--- src/common/chan_pkg.sv ---
package chan_pkg;

    // Cache-line address width on the request channels
    localparam int addr_w = 32;

    // Request metadata, returned unchanged with every response
    localparam int mdata_w = 16;

    // One data line of a write request or read response
    localparam int line_w = 128;

    // Host MMIO offset, data and transaction id widths
    localparam int mmio_addr_w = 16;
    localparam int mmio_data_w = 64;
    localparam int mmio_tid_w = 9;

    // Writes made by the tap carry this mdata so their responses can be
    // recognised and kept away from the accelerator
    localparam logic [mdata_w-1:0] write_tag = 16'hFFFF;

    // Accelerator ID, written to DSM line 0 once the base is known
    localparam logic [line_w-1:0] afu_id = 128'h5a3c_91e4_07b2_4f6d_8c1a_e3f0_2d7b_6094;

    // Line offsets from the DSM base
    localparam logic [addr_w-1:0] dsm_id_line = 32'd0;
    localparam logic [addr_w-1:0] dsm_rsp_line = 32'd1;

    // Marker bit in a read-response line, just above the 64-bit value
    // Software polls this bit to see that the response has landed
    localparam int rsp_flag_bit = 64;

endpackage

--- src/common/csr_pkg.sv ---
package csr_pkg;

    // DSM base register, written by host software as two 32-bit halves
    localparam logic [chan_pkg::mmio_addr_w-1:0] csr_dsm_base_lo = 16'h0110;
    localparam logic [chan_pkg::mmio_addr_w-1:0] csr_dsm_base_hi = 16'h0114;

    // Read-only window onto the low 64 bits of the accelerator ID
    localparam logic [chan_pkg::mmio_addr_w-1:0] csr_afu_id_lo = 16'h0008;

    // One decoded MMIO access per cycle
    typedef enum logic [2:0] {
        op_none,
        op_wr_base_lo,
        op_wr_base_hi,
        op_rd_base,
        op_rd_id,
        op_rd_other
    } csr_op_t;

    // Progress of the one-time ID write to DSM line 0
    typedef enum logic [1:0] {
        dsm_wait_base,
        dsm_id_pending,
        dsm_id_sent
    } dsm_state_t;

endpackage

--- src/logic/csr_decode.sv ---
`timescale 1ns/1ps

module csr_decode (
    input  logic                              clk,
    input  logic                              reset_n,
    input  logic                              mmio_wr_valid,
    input  logic                              mmio_rd_valid,
    input  logic [chan_pkg::mmio_addr_w-1:0]  mmio_addr,
    input  logic [chan_pkg::mmio_data_w-1:0]  mmio_wdata,
    input  logic [chan_pkg::mmio_tid_w-1:0]   mmio_tid,
    input  logic                              rsp_taken,
    output logic [chan_pkg::addr_w-1:0]       dsm_base,
    output logic                              dsm_base_valid,
    output logic                              rsp_pending,
    output logic [chan_pkg::mmio_tid_w-1:0]   rsp_tid,
    output logic [chan_pkg::mmio_data_w-1:0]  rsp_data
);

    csr_pkg::csr_op_t op;

    // Upper half of the DSM base, kept only so software can read it back
    logic [chan_pkg::addr_w-1:0] base_hi;
    logic [chan_pkg::mmio_data_w-1:0] rd_value;
    logic rd_accept;

    // Classify the access. A write wins if the host ever strobes both
    always_comb
    begin
        op = csr_pkg::op_none;
        if (mmio_wr_valid)
        begin
            if (mmio_addr == csr_pkg::csr_dsm_base_lo)
                op = csr_pkg::op_wr_base_lo;
            else if (mmio_addr == csr_pkg::csr_dsm_base_hi)
                op = csr_pkg::op_wr_base_hi;
        end
        else if (mmio_rd_valid)
        begin
            if (mmio_addr == csr_pkg::csr_dsm_base_lo || mmio_addr == csr_pkg::csr_dsm_base_hi)
                op = csr_pkg::op_rd_base;
            else if (mmio_addr == csr_pkg::csr_afu_id_lo)
                op = csr_pkg::op_rd_id;
            else
                op = csr_pkg::op_rd_other;
        end
    end

    // Read data for this cycle's access; unknown offsets read as zero
    always_comb
    begin
        case (op)
            csr_pkg::op_rd_base: rd_value = {base_hi, dsm_base};
            csr_pkg::op_rd_id:   rd_value = chan_pkg::afu_id[chan_pkg::mmio_data_w-1:0];
            default:             rd_value = '0;
        endcase
    end

    // Only one read may be in flight, so a read that finds the holder full is lost
    assign rd_accept = (op inside {csr_pkg::op_rd_base, csr_pkg::op_rd_id, csr_pkg::op_rd_other})
                       && !rsp_pending;

    always_ff @(posedge clk)
    begin
        if (op == csr_pkg::op_wr_base_lo)
            dsm_base <= mmio_wdata[chan_pkg::addr_w-1:0];
        if (op == csr_pkg::op_wr_base_hi)
            base_hi <= mmio_wdata[chan_pkg::addr_w-1:0];
        if (rd_accept)
        begin
            rsp_tid <= mmio_tid;
            rsp_data <= rd_value;
        end
    end

    always_ff @(posedge clk)
    begin
        if (!reset_n)
        begin
            dsm_base_valid <= 1'b0;
            rsp_pending <= 1'b0;
        end
        else
        begin
            // Software writes the low half first, so the high write arms the base
            if (op == csr_pkg::op_wr_base_hi)
                dsm_base_valid <= 1'b1;

            if (rsp_taken)
                rsp_pending <= 1'b0;
            else if (rd_accept)
                rsp_pending <= 1'b1;
        end
    end

endmodule

--- src/fiu_tap/fiu_tap_inject.sv ---
`timescale 1ns/1ps

module fiu_tap_inject (
    input  logic                              clk,
    input  logic                              reset_n,
    input  logic                              afu_c0_tx_valid,
    input  logic [chan_pkg::addr_w-1:0]       afu_c0_tx_addr,
    input  logic [chan_pkg::mdata_w-1:0]      afu_c0_tx_mdata,
    input  logic                              afu_c1_tx_valid,
    input  logic [chan_pkg::addr_w-1:0]       afu_c1_tx_addr,
    input  logic [chan_pkg::mdata_w-1:0]      afu_c1_tx_mdata,
    input  logic [chan_pkg::line_w-1:0]       afu_c1_tx_data,
    input  logic                              fiu_c1_tx_almfull,
    input  logic [chan_pkg::addr_w-1:0]       dsm_base,
    input  logic                              dsm_base_valid,
    input  logic                              rsp_pending,
    input  logic [chan_pkg::mmio_tid_w-1:0]   rsp_tid,
    input  logic [chan_pkg::mmio_data_w-1:0]  rsp_data,
    output logic                              fiu_c0_tx_valid,
    output logic [chan_pkg::addr_w-1:0]       fiu_c0_tx_addr,
    output logic [chan_pkg::mdata_w-1:0]      fiu_c0_tx_mdata,
    output logic                              fiu_c1_tx_valid,
    output logic [chan_pkg::addr_w-1:0]       fiu_c1_tx_addr,
    output logic [chan_pkg::mdata_w-1:0]      fiu_c1_tx_mdata,
    output logic [chan_pkg::line_w-1:0]       fiu_c1_tx_data,
    output logic                              afu_c1_tx_almfull,
    output logic                              rsp_taken,
    output logic                              inject_fire,
    output logic                              id_sent
);

    csr_pkg::dsm_state_t state;

    logic slot_free;
    logic id_fire;
    logic rsp_fire;
    logic [chan_pkg::line_w-1:0] rsp_line;

    // The accelerator always goes first. A slot is ours only when the
    // platform can take a write and the accelerator is not sending one
    assign slot_free = !fiu_c1_tx_almfull && !afu_c1_tx_valid;

    // The ID write can go as soon as the base is known, since the accelerator
    // waits for DSM initialisation before it does anything
    assign id_fire = slot_free && (state == csr_pkg::dsm_id_pending);

    // Read responses wait until the ID line has been written
    assign rsp_fire = slot_free && !id_fire && rsp_pending
                      && (state != csr_pkg::dsm_wait_base);

    assign inject_fire = id_fire || rsp_fire;
    assign rsp_taken = rsp_fire;
    assign id_sent = (state == csr_pkg::dsm_id_sent);

    // MMIO value in the low 64 bits and the marker bit above it
    // The tid rides just above the marker for software that wants to match it
    always_comb
    begin
        rsp_line = '0;
        rsp_line[chan_pkg::mmio_data_w-1:0] = rsp_data;
        rsp_line[chan_pkg::rsp_flag_bit] = 1'b1;
        rsp_line[chan_pkg::rsp_flag_bit+1 +: chan_pkg::mmio_tid_w] = rsp_tid;
    end

    always_comb
    begin
        // Read requests and the almost-full level pass straight through
        fiu_c0_tx_valid = afu_c0_tx_valid;
        fiu_c0_tx_addr = afu_c0_tx_addr;
        fiu_c0_tx_mdata = afu_c0_tx_mdata;
        afu_c1_tx_almfull = fiu_c1_tx_almfull;

        fiu_c1_tx_valid = afu_c1_tx_valid;
        fiu_c1_tx_addr = afu_c1_tx_addr;
        fiu_c1_tx_mdata = afu_c1_tx_mdata;
        fiu_c1_tx_data = afu_c1_tx_data;

        // Both special writes carry the driver tag
        if (id_fire)
        begin
            fiu_c1_tx_valid = 1'b1;
            fiu_c1_tx_addr = dsm_base + chan_pkg::dsm_id_line;
            fiu_c1_tx_mdata = chan_pkg::write_tag;
            fiu_c1_tx_data = chan_pkg::afu_id;
        end
        else if (rsp_fire)
        begin
            fiu_c1_tx_valid = 1'b1;
            fiu_c1_tx_addr = dsm_base + chan_pkg::dsm_rsp_line;
            fiu_c1_tx_mdata = chan_pkg::write_tag;
            fiu_c1_tx_data = rsp_line;
        end
    end

    // ID write tracking. Once sent it is never repeated until reset
    always_ff @(posedge clk)
    begin
        if (!reset_n)
        begin
            state <= csr_pkg::dsm_wait_base;
        end
        else
        begin
            case (state)
                csr_pkg::dsm_wait_base:
                    if (dsm_base_valid)
                        state <= csr_pkg::dsm_id_pending;
                csr_pkg::dsm_id_pending:
                    if (id_fire)
                        state <= csr_pkg::dsm_id_sent;
                default:
                    state <= state;
            endcase
        end
    end

endmodule

--- src/fiu_tap/fiu_tap_rsp_filter.sv ---
`timescale 1ns/1ps

module fiu_tap_rsp_filter (
    input  logic                          clk,
    input  logic                          reset_n,
    input  logic                          fiu_c0_rx_rd_valid,
    input  logic                          fiu_c0_rx_wr_valid,
    input  logic [chan_pkg::mdata_w-1:0]  fiu_c0_rx_mdata,
    input  logic [chan_pkg::line_w-1:0]   fiu_c0_rx_data,
    input  logic                          fiu_c1_rx_wr_valid,
    input  logic [chan_pkg::mdata_w-1:0]  fiu_c1_rx_mdata,
    input  logic                          inject_fire,
    input  logic                          id_sent,
    output logic                          afu_c0_rx_rd_valid,
    output logic                          afu_c0_rx_wr_valid,
    output logic [chan_pkg::mdata_w-1:0]  afu_c0_rx_mdata,
    output logic [chan_pkg::line_w-1:0]   afu_c0_rx_data,
    output logic                          afu_c1_rx_wr_valid,
    output logic [chan_pkg::mdata_w-1:0]  afu_c1_rx_mdata,
    output logic                          dsm_init_done
);

    logic drop_c0;
    logic drop_c1;

    // Injected writes still waiting for their response
    logic [3:0] out_cnt;
    logic [3:0] out_cnt_next;

    // The platform may return a write response on either channel
    assign drop_c0 = fiu_c0_rx_wr_valid && (fiu_c0_rx_mdata == chan_pkg::write_tag);
    assign drop_c1 = fiu_c1_rx_wr_valid && (fiu_c1_rx_mdata == chan_pkg::write_tag);

    // Read responses are never ours, so only the write strobes are filtered
    assign afu_c0_rx_rd_valid = fiu_c0_rx_rd_valid;
    assign afu_c0_rx_wr_valid = fiu_c0_rx_wr_valid && !drop_c0;
    assign afu_c0_rx_mdata = fiu_c0_rx_mdata;
    assign afu_c0_rx_data = fiu_c0_rx_data;
    assign afu_c1_rx_wr_valid = fiu_c1_rx_wr_valid && !drop_c1;
    assign afu_c1_rx_mdata = fiu_c1_rx_mdata;

    assign out_cnt_next = out_cnt + {3'b000, inject_fire} - {3'b000, drop_c0}
                          - {3'b000, drop_c1};

    always_ff @(posedge clk)
    begin
        if (!reset_n)
        begin
            out_cnt <= '0;
            dsm_init_done <= 1'b0;
        end
        else
        begin
            out_cnt <= out_cnt_next;
            // The ID write is the first injection, so the count draining to
            // zero after it has gone out means its response is back
            if (id_sent && (out_cnt_next == '0))
                dsm_init_done <= 1'b1;
        end
    end

endmodule

--- src/logic/qa_driver_top.sv ---
`timescale 1ns/1ps

module qa_driver_top (
    input  logic                              clk,
    input  logic                              reset_n,
    input  logic                              mmio_wr_valid,
    input  logic                              mmio_rd_valid,
    input  logic [chan_pkg::mmio_addr_w-1:0]  mmio_addr,
    input  logic [chan_pkg::mmio_data_w-1:0]  mmio_wdata,
    input  logic [chan_pkg::mmio_tid_w-1:0]   mmio_tid,
    input  logic                              afu_c0_tx_valid,
    input  logic [chan_pkg::addr_w-1:0]       afu_c0_tx_addr,
    input  logic [chan_pkg::mdata_w-1:0]      afu_c0_tx_mdata,
    input  logic                              afu_c1_tx_valid,
    input  logic [chan_pkg::addr_w-1:0]       afu_c1_tx_addr,
    input  logic [chan_pkg::mdata_w-1:0]      afu_c1_tx_mdata,
    input  logic [chan_pkg::line_w-1:0]       afu_c1_tx_data,
    input  logic                              fiu_c1_tx_almfull,
    input  logic                              fiu_c0_rx_rd_valid,
    input  logic                              fiu_c0_rx_wr_valid,
    input  logic [chan_pkg::mdata_w-1:0]      fiu_c0_rx_mdata,
    input  logic [chan_pkg::line_w-1:0]       fiu_c0_rx_data,
    input  logic                              fiu_c1_rx_wr_valid,
    input  logic [chan_pkg::mdata_w-1:0]      fiu_c1_rx_mdata,
    output logic                              fiu_c0_tx_valid,
    output logic [chan_pkg::addr_w-1:0]       fiu_c0_tx_addr,
    output logic [chan_pkg::mdata_w-1:0]      fiu_c0_tx_mdata,
    output logic                              fiu_c1_tx_valid,
    output logic [chan_pkg::addr_w-1:0]       fiu_c1_tx_addr,
    output logic [chan_pkg::mdata_w-1:0]      fiu_c1_tx_mdata,
    output logic [chan_pkg::line_w-1:0]       fiu_c1_tx_data,
    output logic                              afu_c1_tx_almfull,
    output logic                              afu_c0_rx_rd_valid,
    output logic                              afu_c0_rx_wr_valid,
    output logic [chan_pkg::mdata_w-1:0]      afu_c0_rx_mdata,
    output logic [chan_pkg::line_w-1:0]       afu_c0_rx_data,
    output logic                              afu_c1_rx_wr_valid,
    output logic [chan_pkg::mdata_w-1:0]      afu_c1_rx_mdata,
    output logic                              dsm_init_done
);

    // Decoder to injector
    logic [chan_pkg::addr_w-1:0] dsm_base;
    logic dsm_base_valid;
    logic rsp_pending;
    logic [chan_pkg::mmio_tid_w-1:0] rsp_tid;
    logic [chan_pkg::mmio_data_w-1:0] rsp_data;
    logic rsp_taken;

    // Injector to filter
    logic inject_fire;
    logic id_sent;

    // CSR decoder, write injector and response filter of the tap
    csr_decode u_csr_decode (.*);

    fiu_tap_inject u_fiu_tap_inject (.*);

    fiu_tap_rsp_filter u_fiu_tap_rsp_filter (.*);

endmodule

--- config.mk ---
export PLATFORM = sky130hd
export DESIGN_NAME = qa_driver_top
export DESIGN_NICKNAME = d
export VERILOG_FILES = /design/src/common/chan_pkg.sv /design/src/common/csr_pkg.sv /design/src/logic/csr_decode.sv /design/src/fiu_tap/fiu_tap_inject.sv /design/src/fiu_tap/fiu_tap_rsp_filter.sv /design/src/logic/qa_driver_top.sv
export SDC_FILE = /design/constraint.sdc
export NUM_CORES = 1
export LEC_CHECK = 0
export BUFFER_PORTS_ARGS = -buffer_cell sky130_fd_sc_hd__clkbuf_2
export CAP_MARGIN = 20
export CORE_AREA = 2 2 339 341
export DETAILED_ROUTE_END_ITERATION = 16
export DIE_AREA = 0 0 341 343
export PLACE_DENSITY = 0.3
export SLEW_MARGIN = 20
export SYNTH_ARGS = -nofsm -noshare
export SYNTH_HDL_FRONTEND = slang
export SYNTH_SLANG_ARGS = --single-unit
--- constraint.sdc ---
create_clock -name clk -period 5.2 [get_ports clk]
set_input_delay 1.04 -clock clk [delete_from_list [all_inputs] [get_ports clk]]
set_output_delay 1.04 -clock clk [all_outputs]
set_load 0.1 [all_outputs]
* Yosys cells after proc, flatten, opt, wreduce, memory -nomap -nowiden
Index checks and enable logic that the tools add are counted.
** Operators by class
- Mux-type cells :: 18
- Div/mod/pow operators :: 0
- Reduce and logical (&&, ||, !) cells :: 26
- Order comparisons :: 0
- Equality and inequality tests :: 14
- Bitwise operators :: 1
- Shift-type cells :: 0
- $mul :: 0
- Add/subtract/negate cells :: 4
** Operators by type and width (number)
- $mux W128 :: 2
- $pmux W64 S2 :: 1
- $mux W32 :: 2
- $add A32 B1 Y32 const B :: 1
- $eq A16 B16 Y1 const B :: 2
- $eq A16 B9 Y1 const B :: 2
- $mux W16 :: 2
- $eq A16 B4 Y1 const B :: 1
- $mux W3 :: 4
- $logic_and A1 B1 Y1 :: 11
- $sub A4 B1 Y4 :: 2
- $eq A3 B2 Y1 const B :: 2
- $eq A3 B3 Y1 const B :: 2
- $logic_not A1 Y1 :: 6
- $mux W2 :: 3
- $add A4 B1 Y4 :: 1
- $logic_not A4 Y1 :: 1
- $pmux W2 S2 :: 1
- $reduce_bool A2 Y1 :: 2
- $eq A3 B1 Y1 const B :: 1
- $mux W1 :: 3
- $reduce_and A3 Y1 :: 1
- $reduce_bool A3 Y1 :: 1
- $eq A2 B1 Y1 const B :: 1
- 7 further kinds :: 8
** Storage, ports and cells
- Word-level logic and storage cells :: 72
- Memories kept :: 0
- Output and inout bits :: 391
- Flip-flop bits (word level) :: 146
- RAM bits :: 0
- Bits in read-only memories :: 0
- Bits of input ports :: 483
- Latch bits :: 0

* Logic depth before layout (Yosys ltp)
- Depth after elaboration :: 13
- Mapped depth :: 15
- Gate-level depth less buffers :: 13

* Modules after synthesis
From an unflattened synthesis, not the netlist that was laid out.
** Unflattened totals
- Cells, all modules :: 1043
- Area total of the unflattened synthesis :: 9604.2 µm²
** By module, submodules not included
- csr_decode :: seq. area each 4154.0 µm², times used 1, area each 4817.1 µm², cells an instance 230
- fiu_tap_inject :: seq. area each 40.0 µm², times used 1, area each 3201.8 µm², cells an instance 612
- fiu_tap_rsp_filter :: seq. area each 100.1 µm², times used 1, area each 1585.3 µm², cells an instance 201

* Worst setup path after synthesis
No wires, ideal clock.
- Path type :: input to output
- Start point :: input afu_c1_tx_valid
- End point :: output fiu_c1_tx_addr[6] (netlist name)
- Arrival :: 5.301 ns
- Path buffers :: 2
- Slack :: -1.141 ns
- Required time :: 4.160 ns
- Cell stages on the path :: 5
- Cells stage by stage :: nor2_1 nand3_1 clkbuf_1 clkbuf_1 o311ai_0
** Between the ends
- Word-level cells in the longest chain between the ends :: 9
** RTL lines
- start: declaration :: RTL line qa_driver_top.sv:14 : input logic afu_c1_tx_valid,
- $logic_not A1 Y1 (*) :: RTL line fiu_tap_inject.sv:41 : assign slot_free = !fiu_c1_tx_almfull && !afu_c1_tx_valid;
- $logic_and A1 B1 Y1 (*) :: RTL line fiu_tap_inject.sv:41
- $logic_and A1 B1 Y1 :: RTL line fiu_tap_inject.sv:45 : assign id_fire = slot_free && (state == csr_pkg::dsm_id_pending);
- $logic_not A1 Y1 :: RTL line fiu_tap_inject.sv:48 : assign rsp_fire = slot_free && !id_fire && rsp_pending
- $logic_and A1 B1 Y1 (2 in series) :: RTL line fiu_tap_inject.sv:48
- $logic_and A1 B1 Y1 :: RTL line fiu_tap_inject.sv:49 : && (state != csr_pkg::dsm_wait_base);
- $mux W32 :: RTL line fiu_tap_inject.sv:86 : else if (rsp_fire)
- $mux W32 (*) :: RTL line fiu_tap_inject.sv:79 : if (id_fire)
- end: declaration :: RTL line qa_driver_top.sv:29 : output logic [chan_pkg::addr_w-1:0] fiu_c1_tx_addr,
Mark *: on every way between the ends. The rest lies on a longest branch, timed or not.

* Final worst setup path
- Start point :: input fiu_c1_tx_almfull
- End point :: output fiu_c1_tx_addr[2] (netlist name)
** Between the ends
- Word-level cells in the longest chain between the ends :: 9
** RTL lines
- start: declaration :: RTL line qa_driver_top.sv:18 : input logic fiu_c1_tx_almfull,
- $logic_not A1 Y1 (*) :: RTL line fiu_tap_inject.sv:41
- $logic_and A1 B1 Y1 (*) :: RTL line fiu_tap_inject.sv:41
- $logic_and A1 B1 Y1 :: RTL line fiu_tap_inject.sv:45
- $logic_not A1 Y1 :: RTL line fiu_tap_inject.sv:48
- $logic_and A1 B1 Y1 (2 in series) :: RTL line fiu_tap_inject.sv:48
- $logic_and A1 B1 Y1 :: RTL line fiu_tap_inject.sv:49
- $mux W32 :: RTL line fiu_tap_inject.sv:86
- $mux W32 (*) :: RTL line fiu_tap_inject.sv:79
Marked as above.

==> metrics.csv <==
stage,metric,value,unit
outcome,status,finished clean,
synth,number_of_flops_mapped_to_enable_cells_by_yosys,137,
synth,synth_mux_area_frac,0.00217,
synth,combinational_family_with_the_most_area_after_synthesis,buffers and inverters,
routing,drcViolationCount,0,
timing,unrepaired_setup_endpoints_after_global_routing,no,
floorplan,floorplan.die.height,343,µm
pwr,power_density,259,nW/µm²
worst_setup_path,critical_path.reg2reg.startpoint,u_fiu_tap_inject.state[1]$_SDFFE_PN0P_,
worst_setup_path,kind_of_end_point_of_the_critical_path,primary output,
cts,tritoncts_buffers,17,
routing,antenna_violating_nets_post_route,0,
floorplan,initial_core_util,0.0814,
cts,worst_setup_hold_path_clk_slew,0.07,ns
final_layout,fillers,12800,
min_path,worst_hold_startpoint,u_csr_decode.dsm_base_valid$_SDFFE_PN0N_,
timing,final-setup-viol-count,0,
synth,synthDistinctLibCells,64,
min_path,hold_class,reg -> reg,
timing,finalHoldViolations,0,
routing,drt-total-wl,78.6,mm
job,drv_cap,0,
synth,ys_async_sr_fraction,0,
floorplan,io_pins,874,
worst_setup_path,crit_type,in -> out,
pwr,power.share.combinational,0.314,
floorplan,design.die.area,117000,µm²
min_path,hold_end,u_csr_decode.dsm_base_valid$_SDFFE_PN0N_,
worst_setup_path,crit_path_max_fanout,68,
pwr,pwr-share-seq,0.347,
final_layout,footprint_of_the_multi_input_gates,3110,µm²
synth,synthCells,878,
synth,register_area_share_after_synthesis,0.465,
final_layout,post_route_cells_drive_above_1_share,0.482,
worst_setup_path,timing.critical_path.required,4.16,ns
cts,clk_root_buffer_cell,clkbuf_16,
placement,hpwl,69.4,mm
global_route,grt_use_total,0.129,
synth,ys_seq_elements,146,
worst_setup_path,cpPeakStageDelay,0.58,ns
worst_setup_path,reg2reg_to,u_fiu_tap_rsp_filter.dsm_init_done$_SDFFE_PN0P_,
routing,vias_per_cell,2.96,
global_route,grt_first_pass_wirelength,96.5,mm
final_layout,layout_common_cells,"334 x clkbuf_2, 137 x edfxtp_1, 135 x buf_12",
synth,syn-mean-instance-area,10.5,µm²
placement,port_buffers,485,
worst_setup_path,ordered_list_of_cells_on_the_worst_path,"clkbuf_2, nor2_1, nand3b_1, nand2_2, inv_4, buf_4, a221o_1, buf_12",
routing,dr.first_iter.drc_count,407,
timing,max_slew.worst_pin.slew,0.907,ns
floorplan,die-width,341,µm
routing,wl_per_cell,29.5,µm
cts,cts.repair_timing.setup_buffer_count,0,
synth,synth.cell_area,9230,µm²
pwr,total_power,3.76,mW
final_layout,sequential_cell_area,4290,µm²
timing,maxClockFrequency,0.234,GHz
routing,drtPass1Iterations,4,
synth,synth_fp_nets,1367,
synth,yosysWarningCount,0,
final_layout,final_util,0.128,
timing,final.setup_skew,0.0138,ns
pwr,power.ir.vdd_worst,0.000181,V
synth,synth_compound_gate_area_share,0.153,
global_route,remaining_global_route_overflow,0,
final_layout,design.final.nets,1624,
pwr,power_switching,1.42,mW
cts,insertion_delay,0.46,ns
global_route,vias_in_the_first_global_route,8025,
synth,simple_gate_share_of_the_synthesized_area,0.160,
timing,period_share,0.822,
worst_setup_path,ff2ff_path_depth,10,
cts,cts_tree,built,
cts,cts.htree.levels,4,
pwr,internal,2.35,mW
worst_setup_path,startpoint_type_of_the_worst_setup_path,primary input,
pwr,fraction_of_power_spent_switching_nets,0.376,
synth,synthAdderAreaFrac,0.00976,
floorplan,placementRows,124,
timing,maxSlewHeadroom,0.394,
final_layout,layout.cells.most_common,clkbuf_2,
synth,ys_dominant_reg_cell,edfxtp_1,
timing,slew_violations,0,
pwr,portion_of_total_power_attributed_to_the_clock_network,0.339,
routing,routed-via-count,7898,
synth,synthXorXnorAreaFrac,0.00664,
global_route,antenna_found_initial,39,
placement,routabilityCongestion,0.865,
final_layout,synthToLayoutAreaGrowth,57.5,%
worst_setup_path,reg2reg_setup_slack,1.78,ns
pwr,power.static_leakage,6.00,nW
timing,finalCriticalPeriod,4.28,ns
cts,post_cts.resized_instances,0,
floorplan,fp.coreArea,113000,µm²
worst_setup_path,worstPathArrival,3.24,ns
global_route,largest_net_degree_at_the_start_of_global_routing,69,
min_path,worst_hold_path.num_cells,1,
cts,clock_sinks,146,
worst_setup_path,slowest_stage,inv_4,
cts,cts-hold-fix-buffers,0,
cts,cts.path.max_buffers,2,
critical path, delay by kind of cell:
family                 cells  cell delay, ns
AO/OA/AOI/OAI              1            0.29
buffers and inverters      4            1.47
AND/OR/NAND/NOR            3            0.35
flip-flops by register name, indices dropped and copies added, names as in the netlist:
signal                              count
u_csr_decode.base_hi                   32
u_csr_decode.dsm_base_valid             1
u_fiu_tap_inject.state                  2
u_fiu_tap_rsp_filter.out_cnt            4
u_csr_decode.rsp_data                  64
u_csr_decode.rsp_pending                1
u_fiu_tap_rsp_filter.dsm_init_done      1
u_csr_decode.rsp_tid                    9
u_csr_decode.dsm_base                  32
final cells by class:
| class | instances | area share |
|---|---|---|
| clock buffers | 17 | 0.0293 |
| repair buffers | 498 | 0.316 |
| clock inverters | 15 | 0.0107 |
| diodes | 8 | 0.00138 |
| multi-input cells | 459 | 0.214 |
| flip-flops and latches | 146 | 0.295 |
| well taps | 1512 | 0.130 |
| inverters | 13 | 0.00353 |
metal layers:
metal  wire (µm)  global-route usage
met2       41900               0.243
met1       23300               0.110
met5         140                   0
met3       12200              0.0926
met4        1000              0.0219
synthesized netlist by cell type (all sizes together) (3+ instances only):
cell type | instances | area share
buf | 232 | 0.19
edfxtp | 137 | 0.45
and2 | 67 | 0.045
nor2 | 64 | 0.028
a22o | 37 | 0.035
o22a | 36 | 0.034
nand2 | 34 | 0.015
a21o | 30 | 0.025
clkbuf | 28 | 0.012
o21ai | 24 | 0.013
nand2b | 23 | 0.016
nor3 | 15 | 0.0081
a21oi | 14 | 0.0076
nand4 | 14 | 0.012
inv | 13 | 0.0053
nand3 | 12 | 0.0065
a221o | 11 | 0.012
dfxtp | 9 | 0.020
nor4 | 9 | 0.0068
a22oi | 8 | 0.0065
and4 | 6 | 0.0061
o311ai | 6 | 0.0073
xnor2 | 6 | 0.0057
and3 | 5 | 0.0035
nor2b | 5 | 0.0034
or4 | 5 | 0.0045
ha | 4 | 0.0054
o21a | 3 | 0.0024
how the worst max path moves through the flow:
| stage | start | to | slack, ns | depth (start not counted) |
|---|---|---|---|---|
| 2_1_floorplan | afu_c1_tx_valid | fiu_c1_tx_addr[6] | -1.14 | 5 |
| 3_3_place_gp | fiu_c1_tx_almfull | fiu_c1_tx_addr[2] | 0.88 | 8 |
| 5_1_grt | fiu_c1_tx_almfull | fiu_c1_tx_addr[2] | 0.71 | 8 |
| 3_5_place_dp | fiu_c1_tx_almfull | fiu_c1_tx_addr[2] | 0.86 | 8 |
| 6_report | fiu_c1_tx_almfull | fiu_c1_tx_addr[2] | 0.92 | 8 |
| 4_1_cts | fiu_c1_tx_almfull | fiu_c1_tx_addr[2] | 0.85 | 8 |
stage by stage:
stage	hold WS [ns]	instance area, µm²	TNS (ns)	setup slack (ns)	cells
floorplan	0.433	9230	-2.28	-1.14	878
global placement	0.447	13900	0	0.879	2628
detailed placement	0.453	13900	0	0.860	2628
CTS	0.470	14500	0	0.855	2660
global route	0.487	14500	0	0.712	2660
finish	0.465	14500	0	0.924	2668
power groups by stage:
stage	sequential (mW)	clock [mW]	combinational (mW)
global placement	1.33	0	1.20
floorplan	1.33	0	1.38
global route	1.31	1.38	1.22
CTS	1.31	1.34	1.20
detailed placement	1.33	0	1.20
finish	1.31	1.28	1.18
cells by family (layout without fill, tap and decap cells):
group                    count (synthesis)  count (layout)
flip-flops                             146             146
buffers and inverters                  273             543
other                                    0               8
multiplexers                             2               2
XOR/XNOR                                 7               7
AND/OR/NAND/NOR                        263             263
adder cells (fa/ha/maj)                  6               6
AO/OA/AOI/OAI                          181             181
(Power assumes the default switching activity.)
